### src/verilog/icache_pkg.sv
// ==========================================================================
// Instruction cache package: geometry, operation and exception codes, and
// the front-end and L2 transfer structs
// ==========================================================================
package icache_pkg;

    // Cache geometry
    localparam int WAYS           = 2;
    localparam int WAY_W          = $clog2(WAYS);
    localparam int SETS           = 8;
    localparam int IDX_W          = $clog2(SETS);
    localparam int WORDS_PER_LINE = 4;
    localparam int WORD_W         = 32;
    localparam int OFFSET_W       = $clog2(WORDS_PER_LINE);
    localparam int LINE_W         = WORDS_PER_LINE * WORD_W;

    // Last set touched by the invalidation walk
    localparam logic [IDX_W-1:0] LAST_SET = IDX_W'(SETS - 1);

    // Address widths
    localparam int VADDR_W  = 32;
    localparam int VPN_W    = 20;
    localparam int PPN_W    = 20;
    localparam int BYTE_W   = $clog2(WORD_W / 8);
    // Page offset bits above the set index, ignored by the lookup
    localparam int UNUSED_W = VADDR_W - VPN_W - IDX_W - OFFSET_W - BYTE_W;

    // Memory operation scheduled by the control unit
    typedef enum logic [1:0] {
        ReadSet,
        WriteLineAndTag,
        InvalidSet
    } icache_ctrl_e;

    // Exception code from the i-TLB
    typedef enum logic [1:0] {
        NoException = 2'd0,
        PageFault   = 2'd1,
        AccessFault = 2'd2
    } exception_e;

    typedef struct packed {
        logic [VPN_W-1:0]    vpn;
        logic [UNUSED_W-1:0] unused;
        logic [IDX_W-1:0]    idx;
        logic [OFFSET_W-1:0] word_off;
        logic [BYTE_W-1:0]   byte_off;
    } fetch_vaddr_t;

    // Answer to the front-end, with the request address echoed back
    typedef struct packed {
        logic [WORD_W-1:0] instr;
        exception_e        exception;
        fetch_vaddr_t      vaddr;
    } fend_ans_t;

    // Physical line address sent to the L2
    typedef struct packed {
        logic [PPN_W-1:0] ppn;
        logic [IDX_W-1:0] idx;
    } l2c_req_t;

    typedef struct packed {
        logic [LINE_W-1:0] line;
    } l2c_ans_t;

endpackage
### src/verilog/icache_top.sv
// ==========================================================================
// Instruction cache top: address and tag registers, answer and L2 request
// ==========================================================================
`timescale 1ns/100ps

module icache_top (
    input  logic                         clk_i,
    input  logic                         rst_i,
    // Front-end
    input  logic                         fend_valid_i,
    input  icache_pkg::fetch_vaddr_t     fend_vaddr_i,
    output logic                         fend_req_rdy_o,
    output logic                         fend_ans_valid_o,
    output icache_pkg::fend_ans_t        fend_ans_o,
    // i-TLB, answered combinationally
    output logic [icache_pkg::VPN_W-1:0] itlb_vpn_o,
    input  logic                         itlb_rdy_i,
    input  logic                         itlb_hit_i,
    input  icache_pkg::exception_e       itlb_exception_i,
    input  logic [icache_pkg::PPN_W-1:0] itlb_ppn_i,
    // L2
    output logic                         l2c_req_valid_o,
    output icache_pkg::l2c_req_t         l2c_req_o,
    input  logic                         l2c_req_rdy_i,
    input  logic                         l2c_ans_valid_i,
    input  icache_pkg::l2c_ans_t         l2c_ans_i
);

    icache_pkg::icache_ctrl_e     icache_cond_ctrl;
    logic                         icache_cond_ctrl_en;
    logic                         comparing;
    logic                         replaying;
    logic                         waiting_tlb;
    logic                         waiting_l2c;
    logic [icache_pkg::IDX_W-1:0] inv_idx;
    logic                         cache_hit;
    logic [icache_pkg::WORD_W-1:0] word;
    logic                         update_replacement;
    logic                         vaddr_reg_en;
    logic                         tag_reg_en;
    logic [icache_pkg::WAY_W-1:0] victim_way;
    logic [icache_pkg::IDX_W-1:0] index;

    // Request being served, plus tag and victim of a pending miss
    icache_pkg::fetch_vaddr_t     vaddr_q;
    logic [icache_pkg::PPN_W-1:0] tag_q;
    logic [icache_pkg::WAY_W-1:0] victim_q;

    always_ff @(posedge clk_i) begin
        if (vaddr_reg_en) vaddr_q <= fend_vaddr_i;
        if (tag_reg_en) begin
            tag_q    <= itlb_ppn_i;
            victim_q <= victim_way;
        end
    end

    // Incoming index on an accept, else the held one
    assign index = vaddr_reg_en ? fend_vaddr_i.idx : vaddr_q.idx;

    assign itlb_vpn_o = vaddr_q.vpn;

    // Exceptions answer with a zero word
    assign fend_ans_o.instr     = (itlb_exception_i != icache_pkg::NoException) ? '0 : word;
    assign fend_ans_o.exception = itlb_exception_i;
    assign fend_ans_o.vaddr     = vaddr_q;

    // Both fields stay put while the request waits
    assign l2c_req_o.ppn = tag_q;
    assign l2c_req_o.idx = vaddr_q.idx;

    icache_ctrl_unit u_ctrl_unit (
        .clk_i              (clk_i),
        .rst_i              (rst_i),
        .cache_hit_i        (cache_hit),
        .itlb_rdy_i         (itlb_rdy_i),
        .itlb_hit_i         (itlb_hit_i),
        .itlb_exception_i   (itlb_exception_i),
        .l2c_req_rdy_i      (l2c_req_rdy_i),
        .l2c_ans_valid_i    (l2c_ans_valid_i),
        .fend_valid_i       (fend_valid_i),
        .icache_cond_ctrl_o (icache_cond_ctrl),
        .comparing_o        (comparing),
        .replaying_o        (replaying),
        .waiting_tlb_o      (waiting_tlb),
        .waiting_l2c_o      (waiting_l2c),
        .l2c_req_valid_o    (l2c_req_valid_o),
        .inv_idx_o          (inv_idx)
    );

    icache_ctrl_en u_ctrl_en (
        .icache_cond_ctrl_i    (icache_cond_ctrl),
        .comparing_i           (comparing),
        .replaying_i           (replaying),
        .waiting_tlb_i         (waiting_tlb),
        .waiting_l2c_i         (waiting_l2c),
        .cache_hit_i           (cache_hit),
        .itlb_hit_i            (itlb_hit_i),
        .itlb_exception_i      (itlb_exception_i),
        .itlb_rdy_i            (itlb_rdy_i),
        .l2c_ans_valid_i       (l2c_ans_valid_i),
        .fend_valid_i          (fend_valid_i),
        .icache_cond_ctrl_en_o (icache_cond_ctrl_en),
        .fend_req_rdy_o        (fend_req_rdy_o),
        .fend_ans_valid_o      (fend_ans_valid_o),
        .update_replacement_o  (update_replacement),
        .vaddr_reg_en_o        (vaddr_reg_en),
        .tag_reg_en_o          (tag_reg_en)
    );

    icache_array u_array (
        .clk_i      (clk_i),
        .rst_i      (rst_i),
        .op_i       (icache_cond_ctrl),
        .op_en_i    (icache_cond_ctrl_en),
        .index_i    (index),
        .inv_idx_i  (inv_idx),
        .word_sel_i (vaddr_q.word_off),
        .ppn_i      (itlb_ppn_i),
        .wr_way_i   (victim_q),
        .wr_tag_i   (tag_q),
        .wr_line_i  (l2c_ans_i),
        .hit_o      (cache_hit),
        .word_o     (word)
    );

    icache_replacement u_replacement (
        .clk_i        (clk_i),
        .rst_i        (rst_i),
        .index_i      (vaddr_q.idx),
        .update_i     (update_replacement),
        .victim_way_o (victim_way)
    );

endmodule

### src/verilog/icache_ctrl_unit.sv
// ==========================================================================
// Instruction cache control unit: invalidation walk and lookup mode FSM
// ==========================================================================
`timescale 1ns/100ps

module icache_ctrl_unit (
    input  logic                         clk_i,
    input  logic                         rst_i,
    // Lookup status from the array and the i-TLB
    input  logic                         cache_hit_i,
    input  logic                         itlb_rdy_i,
    input  logic                         itlb_hit_i,
    input  icache_pkg::exception_e       itlb_exception_i,
    // L2 handshake
    input  logic                         l2c_req_rdy_i,
    input  logic                         l2c_ans_valid_i,
    // Front-end request strobe
    input  logic                         fend_valid_i,
    // Scheduled operation and mode levels
    output icache_pkg::icache_ctrl_e     icache_cond_ctrl_o,
    output logic                         comparing_o,
    output logic                         replaying_o,
    output logic                         waiting_tlb_o,
    output logic                         waiting_l2c_o,
    output logic                         l2c_req_valid_o,
    output logic [icache_pkg::IDX_W-1:0] inv_idx_o
);

    typedef enum logic [2:0] {
        StInvalidate,
        StReady,
        StCompare,
        StWaitTlb,
        StL2Req,
        StWaitL2,
        StReplay
    } state_e;

    state_e                       state_q;
    state_e                       state_d;
    logic [icache_pkg::IDX_W-1:0] inv_cnt_q;
    logic                         tlb_exc;
    logic                         answer;

    assign tlb_exc = itlb_exception_i != icache_pkg::NoException;
    // Exception or translated hit, both answered in the comparing cycle
    assign answer  = itlb_rdy_i && (tlb_exc || (itlb_hit_i && cache_hit_i));

    always_comb begin
        state_d = state_q;
        case (state_q)
            // One set cleared per cycle
            StInvalidate: begin
                if (inv_cnt_q == icache_pkg::LAST_SET) state_d = StReady;
            end
            StReady: begin
                if (fend_valid_i) state_d = StCompare;
            end
            StCompare: begin
                if (answer) begin
                    // Stream the next request straight into comparing
                    state_d = fend_valid_i ? StCompare : StReady;
                end else if (itlb_rdy_i && itlb_hit_i) begin
                    state_d = StL2Req;
                end else begin
                    state_d = StWaitTlb;
                end
            end
            // Set is read again on the ready cycle
            StWaitTlb: begin
                if (itlb_rdy_i) state_d = StCompare;
            end
            // Request held valid until the L2 takes it
            StL2Req: begin
                if (l2c_req_rdy_i) state_d = StWaitL2;
            end
            // Line written at the answer edge
            StWaitL2: begin
                if (l2c_ans_valid_i) state_d = StReplay;
            end
            StReplay: state_d = StCompare;
            default:  state_d = StInvalidate;
        endcase
    end

    always_ff @(posedge clk_i) begin
        if (rst_i) begin
            state_q   <= StInvalidate;
            inv_cnt_q <= '0;
        end else begin
            state_q <= state_d;
            if (state_q == StInvalidate) inv_cnt_q <= inv_cnt_q + 1'b1;
        end
    end

    // Memory operation follows the state
    always_comb begin
        icache_cond_ctrl_o = icache_pkg::ReadSet;
        if (state_q == StInvalidate) begin
            icache_cond_ctrl_o = icache_pkg::InvalidSet;
        end else if (state_q == StWaitL2) begin
            icache_cond_ctrl_o = icache_pkg::WriteLineAndTag;
        end
    end

    assign comparing_o     = state_q == StCompare;
    assign replaying_o     = state_q == StReplay;
    assign waiting_tlb_o   = state_q == StWaitTlb;
    assign waiting_l2c_o   = (state_q == StL2Req) || (state_q == StWaitL2);
    assign l2c_req_valid_o = state_q == StL2Req;
    assign inv_idx_o       = inv_cnt_q;

endmodule

### src/verilog/icache_ctrl_en.sv
// ==========================================================================
// Instruction cache enables: memory strobe, front-end handshake, register
// and replacement updates
// ==========================================================================
`timescale 1ns/100ps

module icache_ctrl_en (
    // Operation and modes from the control unit
    input  icache_pkg::icache_ctrl_e icache_cond_ctrl_i,
    input  logic                     comparing_i,
    input  logic                     replaying_i,
    input  logic                     waiting_tlb_i,
    input  logic                     waiting_l2c_i,
    // Lookup status
    input  logic                     cache_hit_i,
    input  logic                     itlb_hit_i,
    input  icache_pkg::exception_e   itlb_exception_i,
    input  logic                     itlb_rdy_i,
    // L2 answer strobe
    input  logic                     l2c_ans_valid_i,
    // Front-end request strobe
    input  logic                     fend_valid_i,
    // Actual strobe of the scheduled operation
    output logic                     icache_cond_ctrl_en_o,
    // Front-end handshake
    output logic                     fend_req_rdy_o,
    output logic                     fend_ans_valid_o,
    // Datapath updates
    output logic                     update_replacement_o,
    output logic                     vaddr_reg_en_o,
    output logic                     tag_reg_en_o
);

    logic tlb_exc;
    logic answer;
    logic miss;

    assign tlb_exc = itlb_exception_i != icache_pkg::NoException;
    assign answer  = itlb_rdy_i && (tlb_exc || (itlb_hit_i && cache_hit_i));
    // Translated but not cached
    assign miss    = itlb_rdy_i && !tlb_exc && itlb_hit_i && !cache_hit_i;

    // Mealy outputs of the control unit, kept in the datapath
    always_comb begin
        icache_cond_ctrl_en_o = 1'b0;
        fend_req_rdy_o        = 1'b0;
        fend_ans_valid_o      = 1'b0;
        update_replacement_o  = 1'b0;
        vaddr_reg_en_o        = 1'b0;
        tag_reg_en_o          = 1'b0;
        case (icache_cond_ctrl_i)
            icache_pkg::ReadSet: begin
                if (comparing_i) begin
                    // Answer and free the port in the same cycle
                    fend_ans_valid_o     = answer;
                    fend_req_rdy_o       = answer;
                    // Latch tag and victim, advance round-robin
                    tag_reg_en_o         = miss;
                    update_replacement_o = miss;
                end else if (replaying_i) begin
                    icache_cond_ctrl_en_o = 1'b1;
                end else if (waiting_tlb_i) begin
                    icache_cond_ctrl_en_o = itlb_rdy_i;
                end else if (waiting_l2c_i) begin
                    icache_cond_ctrl_en_o = 1'b1;
                end else begin
                    // Idle and ready
                    fend_req_rdy_o = 1'b1;
                end
                // Accepted request reads its set at this edge
                if (fend_req_rdy_o && fend_valid_i) begin
                    icache_cond_ctrl_en_o = 1'b1;
                    vaddr_reg_en_o        = 1'b1;
                end
            end
            icache_pkg::WriteLineAndTag: begin
                icache_cond_ctrl_en_o = l2c_ans_valid_i;
            end
            icache_pkg::InvalidSet: begin
                icache_cond_ctrl_en_o = 1'b1;
            end
            default: begin
                icache_cond_ctrl_en_o = 1'b0;
            end
        endcase
    end

endmodule

### src/verilog/icache_array.sv
// ==========================================================================
// Instruction cache array: two-way tag, valid and line storage with a
// registered set read, tag compare and word select
// ==========================================================================
`timescale 1ns/100ps

module icache_array (
    input  logic                            clk_i,
    input  logic                            rst_i,
    // Operation and its strobe
    input  icache_pkg::icache_ctrl_e        op_i,
    input  logic                            op_en_i,
    input  logic [icache_pkg::IDX_W-1:0]    index_i,
    input  logic [icache_pkg::IDX_W-1:0]    inv_idx_i,
    // Compare side
    input  logic [icache_pkg::OFFSET_W-1:0] word_sel_i,
    input  logic [icache_pkg::PPN_W-1:0]    ppn_i,
    // Refill side
    input  logic [icache_pkg::WAY_W-1:0]    wr_way_i,
    input  logic [icache_pkg::PPN_W-1:0]    wr_tag_i,
    input  icache_pkg::l2c_ans_t            wr_line_i,
    output logic                            hit_o,
    output logic [icache_pkg::WORD_W-1:0]   word_o
);

    // Storage, valid bits grouped per set
    logic [icache_pkg::WAYS-1:0]   valid_mem [icache_pkg::SETS];
    logic [icache_pkg::PPN_W-1:0]  tag_mem   [icache_pkg::WAYS][icache_pkg::SETS];
    logic [icache_pkg::LINE_W-1:0] line_mem  [icache_pkg::WAYS][icache_pkg::SETS];

    // Registered copy of the set being compared
    logic [icache_pkg::WAYS-1:0]   rd_valid_q;
    logic [icache_pkg::PPN_W-1:0]  rd_tag_q  [icache_pkg::WAYS];
    logic [icache_pkg::LINE_W-1:0] rd_line_q [icache_pkg::WAYS];
    logic [icache_pkg::WAYS-1:0]   way_hit;

    logic do_read;
    logic do_write;
    logic do_inval;

    assign do_read  = op_en_i && (op_i == icache_pkg::ReadSet);
    assign do_write = op_en_i && (op_i == icache_pkg::WriteLineAndTag);
    assign do_inval = op_en_i && (op_i == icache_pkg::InvalidSet);

    // Refill fills the victim way, invalidate clears both ways of a set
    always_ff @(posedge clk_i) begin
        if (do_write) begin
            valid_mem[index_i][wr_way_i] <= 1'b1;
            tag_mem[wr_way_i][index_i]   <= wr_tag_i;
            line_mem[wr_way_i][index_i]  <= wr_line_i.line;
        end
        if (do_inval) valid_mem[inv_idx_i] <= '0;
    end

    // Set read, held until the next ReadSet strobe
    always_ff @(posedge clk_i) begin
        if (rst_i) begin
            rd_valid_q <= '0;
        end else if (do_read) begin
            rd_valid_q <= valid_mem[index_i];
            for (int w = 0; w < icache_pkg::WAYS; w++) begin
                rd_tag_q[w]  <= tag_mem[w][index_i];
                rd_line_q[w] <= line_mem[w][index_i];
            end
        end
    end

    // Physical tag compare against the i-TLB page number
    always_comb begin
        hit_o  = 1'b0;
        word_o = '0;
        for (int w = 0; w < icache_pkg::WAYS; w++) begin
            way_hit[w] = rd_valid_q[w] && (rd_tag_q[w] == ppn_i);
            // At most one way holds a given tag
            if (way_hit[w]) begin
                hit_o  = 1'b1;
                word_o = rd_line_q[w][word_sel_i*icache_pkg::WORD_W +: icache_pkg::WORD_W];
            end
        end
    end

endmodule

### src/verilog/icache_replacement.sv
// ==========================================================================
// Instruction cache replacement: per-set round-robin victim way
// ==========================================================================
`timescale 1ns/100ps

module icache_replacement (
    input  logic                         clk_i,
    input  logic                         rst_i,
    input  logic [icache_pkg::IDX_W-1:0] index_i,
    // Set gets a new line, move its pointer on
    input  logic                         update_i,
    output logic [icache_pkg::WAY_W-1:0] victim_way_o
);

    // Next way to fill, one pointer per set
    logic [icache_pkg::WAY_W-1:0] next_way_q [icache_pkg::SETS];

    always_ff @(posedge clk_i) begin
        if (rst_i) begin
            next_way_q <= '{default: '0};
        end else if (update_i) begin
            next_way_q[index_i] <= next_way_q[index_i] + 1'b1;
        end
    end

    // Value before the toggle, sampled along with the tag
    assign victim_way_o = next_way_q[index_i];

endmodule

### config.mk
export PLATFORM = sky130hd
export DESIGN_NAME = icache_top
export DESIGN_NICKNAME = d
export VERILOG_FILES = /design/src/verilog/icache_pkg.sv /design/src/verilog/icache_top.sv /design/src/verilog/icache_ctrl_unit.sv /design/src/verilog/icache_ctrl_en.sv /design/src/verilog/icache_array.sv /design/src/verilog/icache_replacement.sv
export SDC_FILE = /design/constraint.sdc
export NUM_CORES = 2
export LEC_CHECK = 0
export ABC_CLOCK_PERIOD_IN_PS = 39000
export BUFFER_PORTS_ARGS = -buffer_cell sky130_fd_sc_hd__buf_2
export CAP_MARGIN = 20
export CORE_MARGIN = 3
export CORE_UTILIZATION = 60
export CTS_CLUSTER_SIZE = 8
export DETAILED_ROUTE_END_ITERATION = 6
export GPL_ROUTABILITY_DRIVEN = 1
export PLACE_DENSITY_LB_ADDON = 0.05
export SLEW_MARGIN = 20
export SYNTH_ARGS = -nofsm -noshare
export SYNTH_HDL_FRONTEND = slang
export SYNTH_SLANG_ARGS = --single-unit
### constraint.sdc
create_clock -name clk_i -period 39 [get_ports clk_i]
set_clock_uncertainty 0.1 [all_clocks]
set_input_delay 1.95 -clock clk_i [delete_from_list [all_inputs] [get_ports clk_i]]
set_output_delay 1.95 -clock clk_i [all_outputs]
set_load 0.005 [all_outputs]
* After elaboration in Yosys (flattened, before gate mapping)
Memory sizes are Yosys's and may differ from the RTL's. A register that Yosys moved wholly into a read port is not among the register bits.
Cells that the tools add are included.
** Storage, ports and cells
- Flip-flop bits (word level) :: 67
- Word-level logic and storage cells :: 145
- Bits in writable memories :: 2680
- Output and inout bits :: 112
- Input port bits :: 189
- Memories :: 5
** Memory list
- u_array.line_mem :: depth 2, bits a word 1024, read ports 2, clocked after Yosys merged registers in 0, write ports 1, line icache_array.sv:29 : logic [icache_pkg::LINE_W-1:0] line_mem [icache_pkg::WAYS][icache_pkg::SETS];
- u_array.tag_mem :: depth 2, bits a word 160, read ports 2, clocked after Yosys merged registers in 0, write ports 1, line icache_array.sv:28 : logic [icache_pkg::PPN_W-1:0] tag_mem [icache_pkg::WAYS][icache_pkg::SETS];
- u_array.rd_line_q :: depth 2, bits a word 128, read ports 2, clocked after Yosys merged registers in 0, write ports 2, line icache_array.sv:34 : logic [icache_pkg::LINE_W-1:0] rd_line_q [icache_pkg::WAYS];
- u_array.rd_tag_q :: depth 2, bits a word 20, read ports 2, clocked after Yosys merged registers in 0, write ports 2, line icache_array.sv:33 : logic [icache_pkg::PPN_W-1:0] rd_tag_q [icache_pkg::WAYS];
- u_array.valid_mem :: depth 8, bits a word 2, read ports 1, clocked after Yosys merged registers in 1, write ports 1, line icache_array.sv:27 : logic [icache_pkg::WAYS-1:0] valid_mem [icache_pkg::SETS];
** Cells by class
- Add/subtract/negate cells :: 2
- Equal/unequal tests :: 16
- Multiplexer cells :: 71
- Reduce and logical (&&, ||, !) cells :: 24
- Shift-type cells :: 2
- Magnitude comparators :: 6
- Bitwise logic cells :: 2
** Operators with widths (count)
- $mux W1024 :: 1
- $bmux W128 S3 :: 2
- $mux W128 :: 5
- $demux W128 S3 :: 1
- $shiftx A128 B8 Y32 :: 2
- $mux W160 :: 1
- $bmux W20 S3 :: 2
- $mux W20 :: 5
- $mux W32 :: 3
- $demux W20 S3 :: 1
- $eq A20 B20 Y1 :: 2
- $mux W1 :: 30
- $mux W3 :: 9
- $pmux W3 S7 :: 1
- $logic_and A1 B1 Y1 :: 15
- $eq A3 B3 Y1 const B :: 4
- $mux W2 :: 5
- $bwmux W8 :: 1
- $ge A4 B4 Y1 const B :: 2
- $lt A4 B1 Y1 const B :: 2
- $not A3 Y4 :: 2
- $eq A3 B2 Y1 const B :: 2
- $ne A2 B2 Y1 const B :: 3
- $reduce_and A5 Y1 :: 1
- other kinds (18) :: 21

* Depth between registers and ports, before layout
An unclocked memory read counts as a cell.
- Depth after elaboration :: 20
- Gate-level depth with buffers :: 14
- Depth with buffers taken out :: 8

* Hierarchy
Synthesis repeated with hierarchy kept, for this count alone.
** Second synthesis, totals
- Cell total of the unflattened synthesis :: 4954
- Area, all modules :: 98908.6 um^2
** By module, submodules not included
- icache_array :: instances 1, area an instance 95656.7 um^2, cells an instance 4733, sequential area each 80517.2 um^2
- icache_top :: instances 1, area an instance 2270.9 um^2, cells an instance 119, sequential area each 1591.5 um^2
- icache_replacement :: instances 1, area an instance 425.4 um^2, cells an instance 39, sequential area each 160.2 um^2
- icache_ctrl_unit :: instances 1, area an instance 409.1 um^2, cells an instance 45, sequential area each 120.1 um^2
- icache_ctrl_en :: instances 1, area an instance 146.4 um^2, cells an instance 18, sequential area each 0.0 um^2

* Least setup slack after synthesis
Ideal clock, no wire load.
- Kind :: input-to-reg
- From :: input itlb_ppn_i[13] (netlist name)
- To :: memory u_array.rd_line_q[0][0] (netlist name) (enable)
- Required time :: 37.940 ns
- Library setup time :: 0.960 ns
- Path buffers :: 1
- Stages :: 8
- Data arrival time :: 15.581 ns
- Setup slack :: 22.359 ns
- Cells stage by stage :: xor2_1 nor4_1 nor4b_1 and4_1 clkbuf_1 o21a_1 a21oi_1 nor2_1
** RTL lines
- from (decl) :: line icache_top.sv:20 : input logic [icache_pkg::PPN_W-1:0] itlb_ppn_i,
- to (decl) :: line icache_array.sv:34

==> results.json <==
{
  "max_freq_ghz": 0.137,
  "drt_wl_total_mm": 304,
  "hold_viol": 0,
  "fp.dieArea_sq_um": 176000,
  "drc": 2,
  "synth.area.top_cells": "edfxtp_1 80%, a22oi_1 2.7%, a222oi_1 2.4%, o21ai_0 2.0%, mux4_2 1.4%",
  "start_util_pct": 60.8,
  "grt_pass1_wl_mm": 432,
  "cts.sinks": 2749,
  "grt_antenna_before_repair": 43,
  "portBuffers": 300,
  "area_growth_pct": 13.7,
  "synth_top_area_share_pct": 80.2,
  "clk_latency_ns": 0.95,
  "grtUsageMet1_pct": 47.8,
  "synthArstFlopShare_pct": 0,
  "post-dp-hpwl_mm": 154,
  "required_ns": 36.95,
  "cts-root-buf": "clkbuf_16",
  "die_h_microns": 419,
  "status": "finished, violations left",
  "r2r-end": "u_array.line_mem[0][566]",
  "fp.dieW_microns": 419,
  "netlist_area_sq_um": 102000,
  "overflow": 0,
  "min_from": "u_replacement.next_way_q[1]",
  "rows": 150,
  "r2r_slack_ns": 32.56,
  "grt_usage_pct": 34.6,
  "synth-edff-count": 2733,
  "rsz0062_at_grt": "no",
  "synth_area_per_cell_sq_um": 18.1,
  "synthCells": 5664,
  "ys.flop_type": "edfxtp_1",
  "nFillCells": 10600,
  "whs_path_depth": 2,
  "leakagePower_nw": 36.6,
  "period_share_pct": 18.8,
  "critPathArrivalTime_ns": 5.26,
  "setup_tns_ns": 0,
  "cts_buffers": 393,
  "worst-path-max-fanout": 19,
  "gp_congestion": 0.876,
  "vias_per_cell": 7.26,
  "ir_worst_vdd_v": 0.0000493,
  "grt_start_max_net_pins": 147,
  "hp-class": "reg -> reg",
  "max_slew_margin_pct": 18.5,
  "drt_iter0_markers": 9863,
  "final_cell_count_no_fill": 8326,
  "fp.coreArea_sq_um": 168000,
  "synth_largest_area_cell": "edfxtp_1",
  "grt.busiest_layer": "met2",
  "use_met2_pct": 53.4,
  "r2r-start": "u_ctrl_unit.state_q[0]",
  "ys_ff_latch": 2749,
  "clkTransAtPathRegs_ns": 0.06,
  "clockBufferDepth": 4,
  "drtPass1Iterations": 7,
  "drive_above_1_share_pct": 16.0,
  "postCtsSetupBuffers": 0,
  "grtUsageMet3_pct": 8.16,
  "cap_violations": 0,
  "post_drt_wl_per_cell_microns": 36.5,
  "hold_path_end": "u_replacement.next_way_q[1]",
  "cts_tree": "done",
  "ios": 301,
  "violations": "DRC",
  "grt_pass1_vias": 59800,
  "ant_nets": 0,
  "setup_violations": 0,
  "final_nets": 6245,
  "period_minus_slack_ns": 7.31,
  "h-tree-depth": 5,
  "placed_cells_incl_taps": 7862,
  "cts-resized-gates": 0,
  "syn-num-nets": 5855,
  "powerDensity_nw_per_um2": 53.8,
  "synth_cell_types": 82,
  "vias": 60500,
  "synth-seq-area-share_pct": 80.5,
  "yosysWarnings": 0,
  "timing.reg2reg.worst_path_depth": 10,
  "hold_buffers": 0,
  "worst_slew_pin_slew_ns": 1.22,
  "end_kind": "output pin",
  "slew_viol_final": 0,
  "cp-start-kind": "primary input",
  "worstSetupPathType": "in -> out"
}
## layer usage
layer	part of all wire, %	up-vias
met5	0.033	-
met4	4.3	16
met3	12	692
met2	47	4413
met1	37	31000
li1	-	24300
## metrics by stage
stage	area, sq um	setup WS, ns	hold slack, ns	util [%]	power (mW)
floorplan	102000	22.36	0.360	-	3.35
global placement	106000	31.11	0.377	63.0	3.41
detailed placement	106000	31.01	0.383	63.0	3.41
CTS	116000	31.78	0.400	69.1	6.29
global route	116000	31.69	0.428	69.1	6.42
finish	116000	31.69	0.404	69.1	6.26
## flip-flops by register name, summed over array words and instances (netlist names), 2 cells and up
name and flops:
u_replacement.next_way_q 8, u_array.rd_valid_q 2, tag_q 20, u_array.line_mem 2048, u_array.rd_line_q 256, u_array.tag_mem 320, u_ctrl_unit.state_q 3, itlb_vpn_o 20
u_ctrl_unit.inv_idx_o 3, fend_ans_o 12, u_array.rd_tag_q 40, u_array.valid_mem 16
## cell usage after synthesis (all sizes together) (3+ instances only)
library cell / instances
and2: 3
a21oi: 189
a22o: 35
nand4bb: 34
nor2: 74
a311oi: 3
a21boi: 39
and3: 24
mux2i: 63
nand2: 166
o21ai: 468
a2111oi: 5
xnor2: 22
dfxtp: 16
nand3: 129
nand4b: 43
and4: 7
nor2b: 4
inv: 10
nor3: 10
mux4: 64
a211o: 34
a211oi: 5
a222oi: 249
nor3b: 5
a31oi: 7
a21o: 66
clkbuf: 245
o21a: 7
xor2: 19
buf: 194
nor4: 18
a22oi: 368
nand2b: 4
nand4: 55
edfxtp: 2733
o2111ai: 139
or2: 11
o211ai: 74
## report_power, final
part	internal, mW	leakage [nW]	switching (mW)
sequential	3.25	24.7	0.00222
combinational	0.0262	6.90	0.0801
clock	1.78	4.98	1.12
total	5.06	36.6	1.21
## worst max-delay path by stage
| stage | start | end | slack (ns) | depth (start not counted) |
|---|---|---|---|---|
| floorplan | itlb_ppn_i[13] | u_array.rd_line_q[0][0] | 22.36 | 8 |
| global placement | itlb_rdy_i | u_array.line_mem[0][185] | 31.11 | 11 |
| detailed placement | itlb_rdy_i | u_array.line_mem[0][185] | 31.01 | 11 |
| CTS | itlb_ppn_i[10] | fend_ans_o[34] | 31.78 | 9 |
| global route | itlb_ppn_i[10] | fend_ans_o[34] | 31.69 | 9 |
| finish | itlb_ppn_i[7] | fend_ans_o[34] | 31.69 | 9 |
## final cells by class
class | instances | area, sq um | area share [%]
Clock buffer | 436 | 10100 | 8.66
Sequential cell | 2749 | 82400 | 70.8
Antenna cell | 20 | 50.0 | 0.0430
Inverter | 11 | 41.3 | 0.0355
Timing Repair Buffer | 434 | 2660 | 2.29
Tap cell | 2204 | 2760 | 2.37
Multi-Input combinational cell | 2465 | 18300 | 15.7
Clock inverter | 7 | 82.6 | 0.0710
## cells in the final DEF, fill, tap and decap left out, drive strengths merged, types with 35 or more instances in the layout
cell type  Yosys  routed
mux4          64      64
o211ai        74      74
a21oi        189     189
a22oi        368     368
a222oi       249     249
edfxtp      2733    2733
a21o          66      66
o21ai        468     468
clkbuf       245     436
buf          194     434
nand4         55      55
nand2        166     166
nand4b        43      43
mux2i         63      63
nand3        129     129
a22o          35      35
o2111ai      139     139
a21boi        39      39
nor2          74      74
## cell families (layout without fill, tap and decap cells)
logic type / Yosys count / in the layout / synth area share [%]
adder cells (fa/ha/maj): 2 / 2 / 0.0244
AO/OA/AOI/OAI: 1701 / 1701 / 11.8
other: 0 / 20 / 0
XOR/XNOR: 41 / 41 / 0.351
AND/OR/NAND/NOR: 593 / 593 / 3.25
multiplexers: 128 / 128 / 2.04
buffers and inverters: 450 / 888 / 2.04
flip-flops: 2749 / 2749 / 80.5
## worst max-delay path, cell delays in order
cell and delay (ns):
buf_2 0.23, xnor2_1 0.16, nand4_1 0.30, nor4_1 0.42, and4_4 0.66, buf_4 0.51
nand3_1 0.13, a21oi_1 0.65, buf_2 0.24
Note: power is estimated with default switching activity, not from simulation.
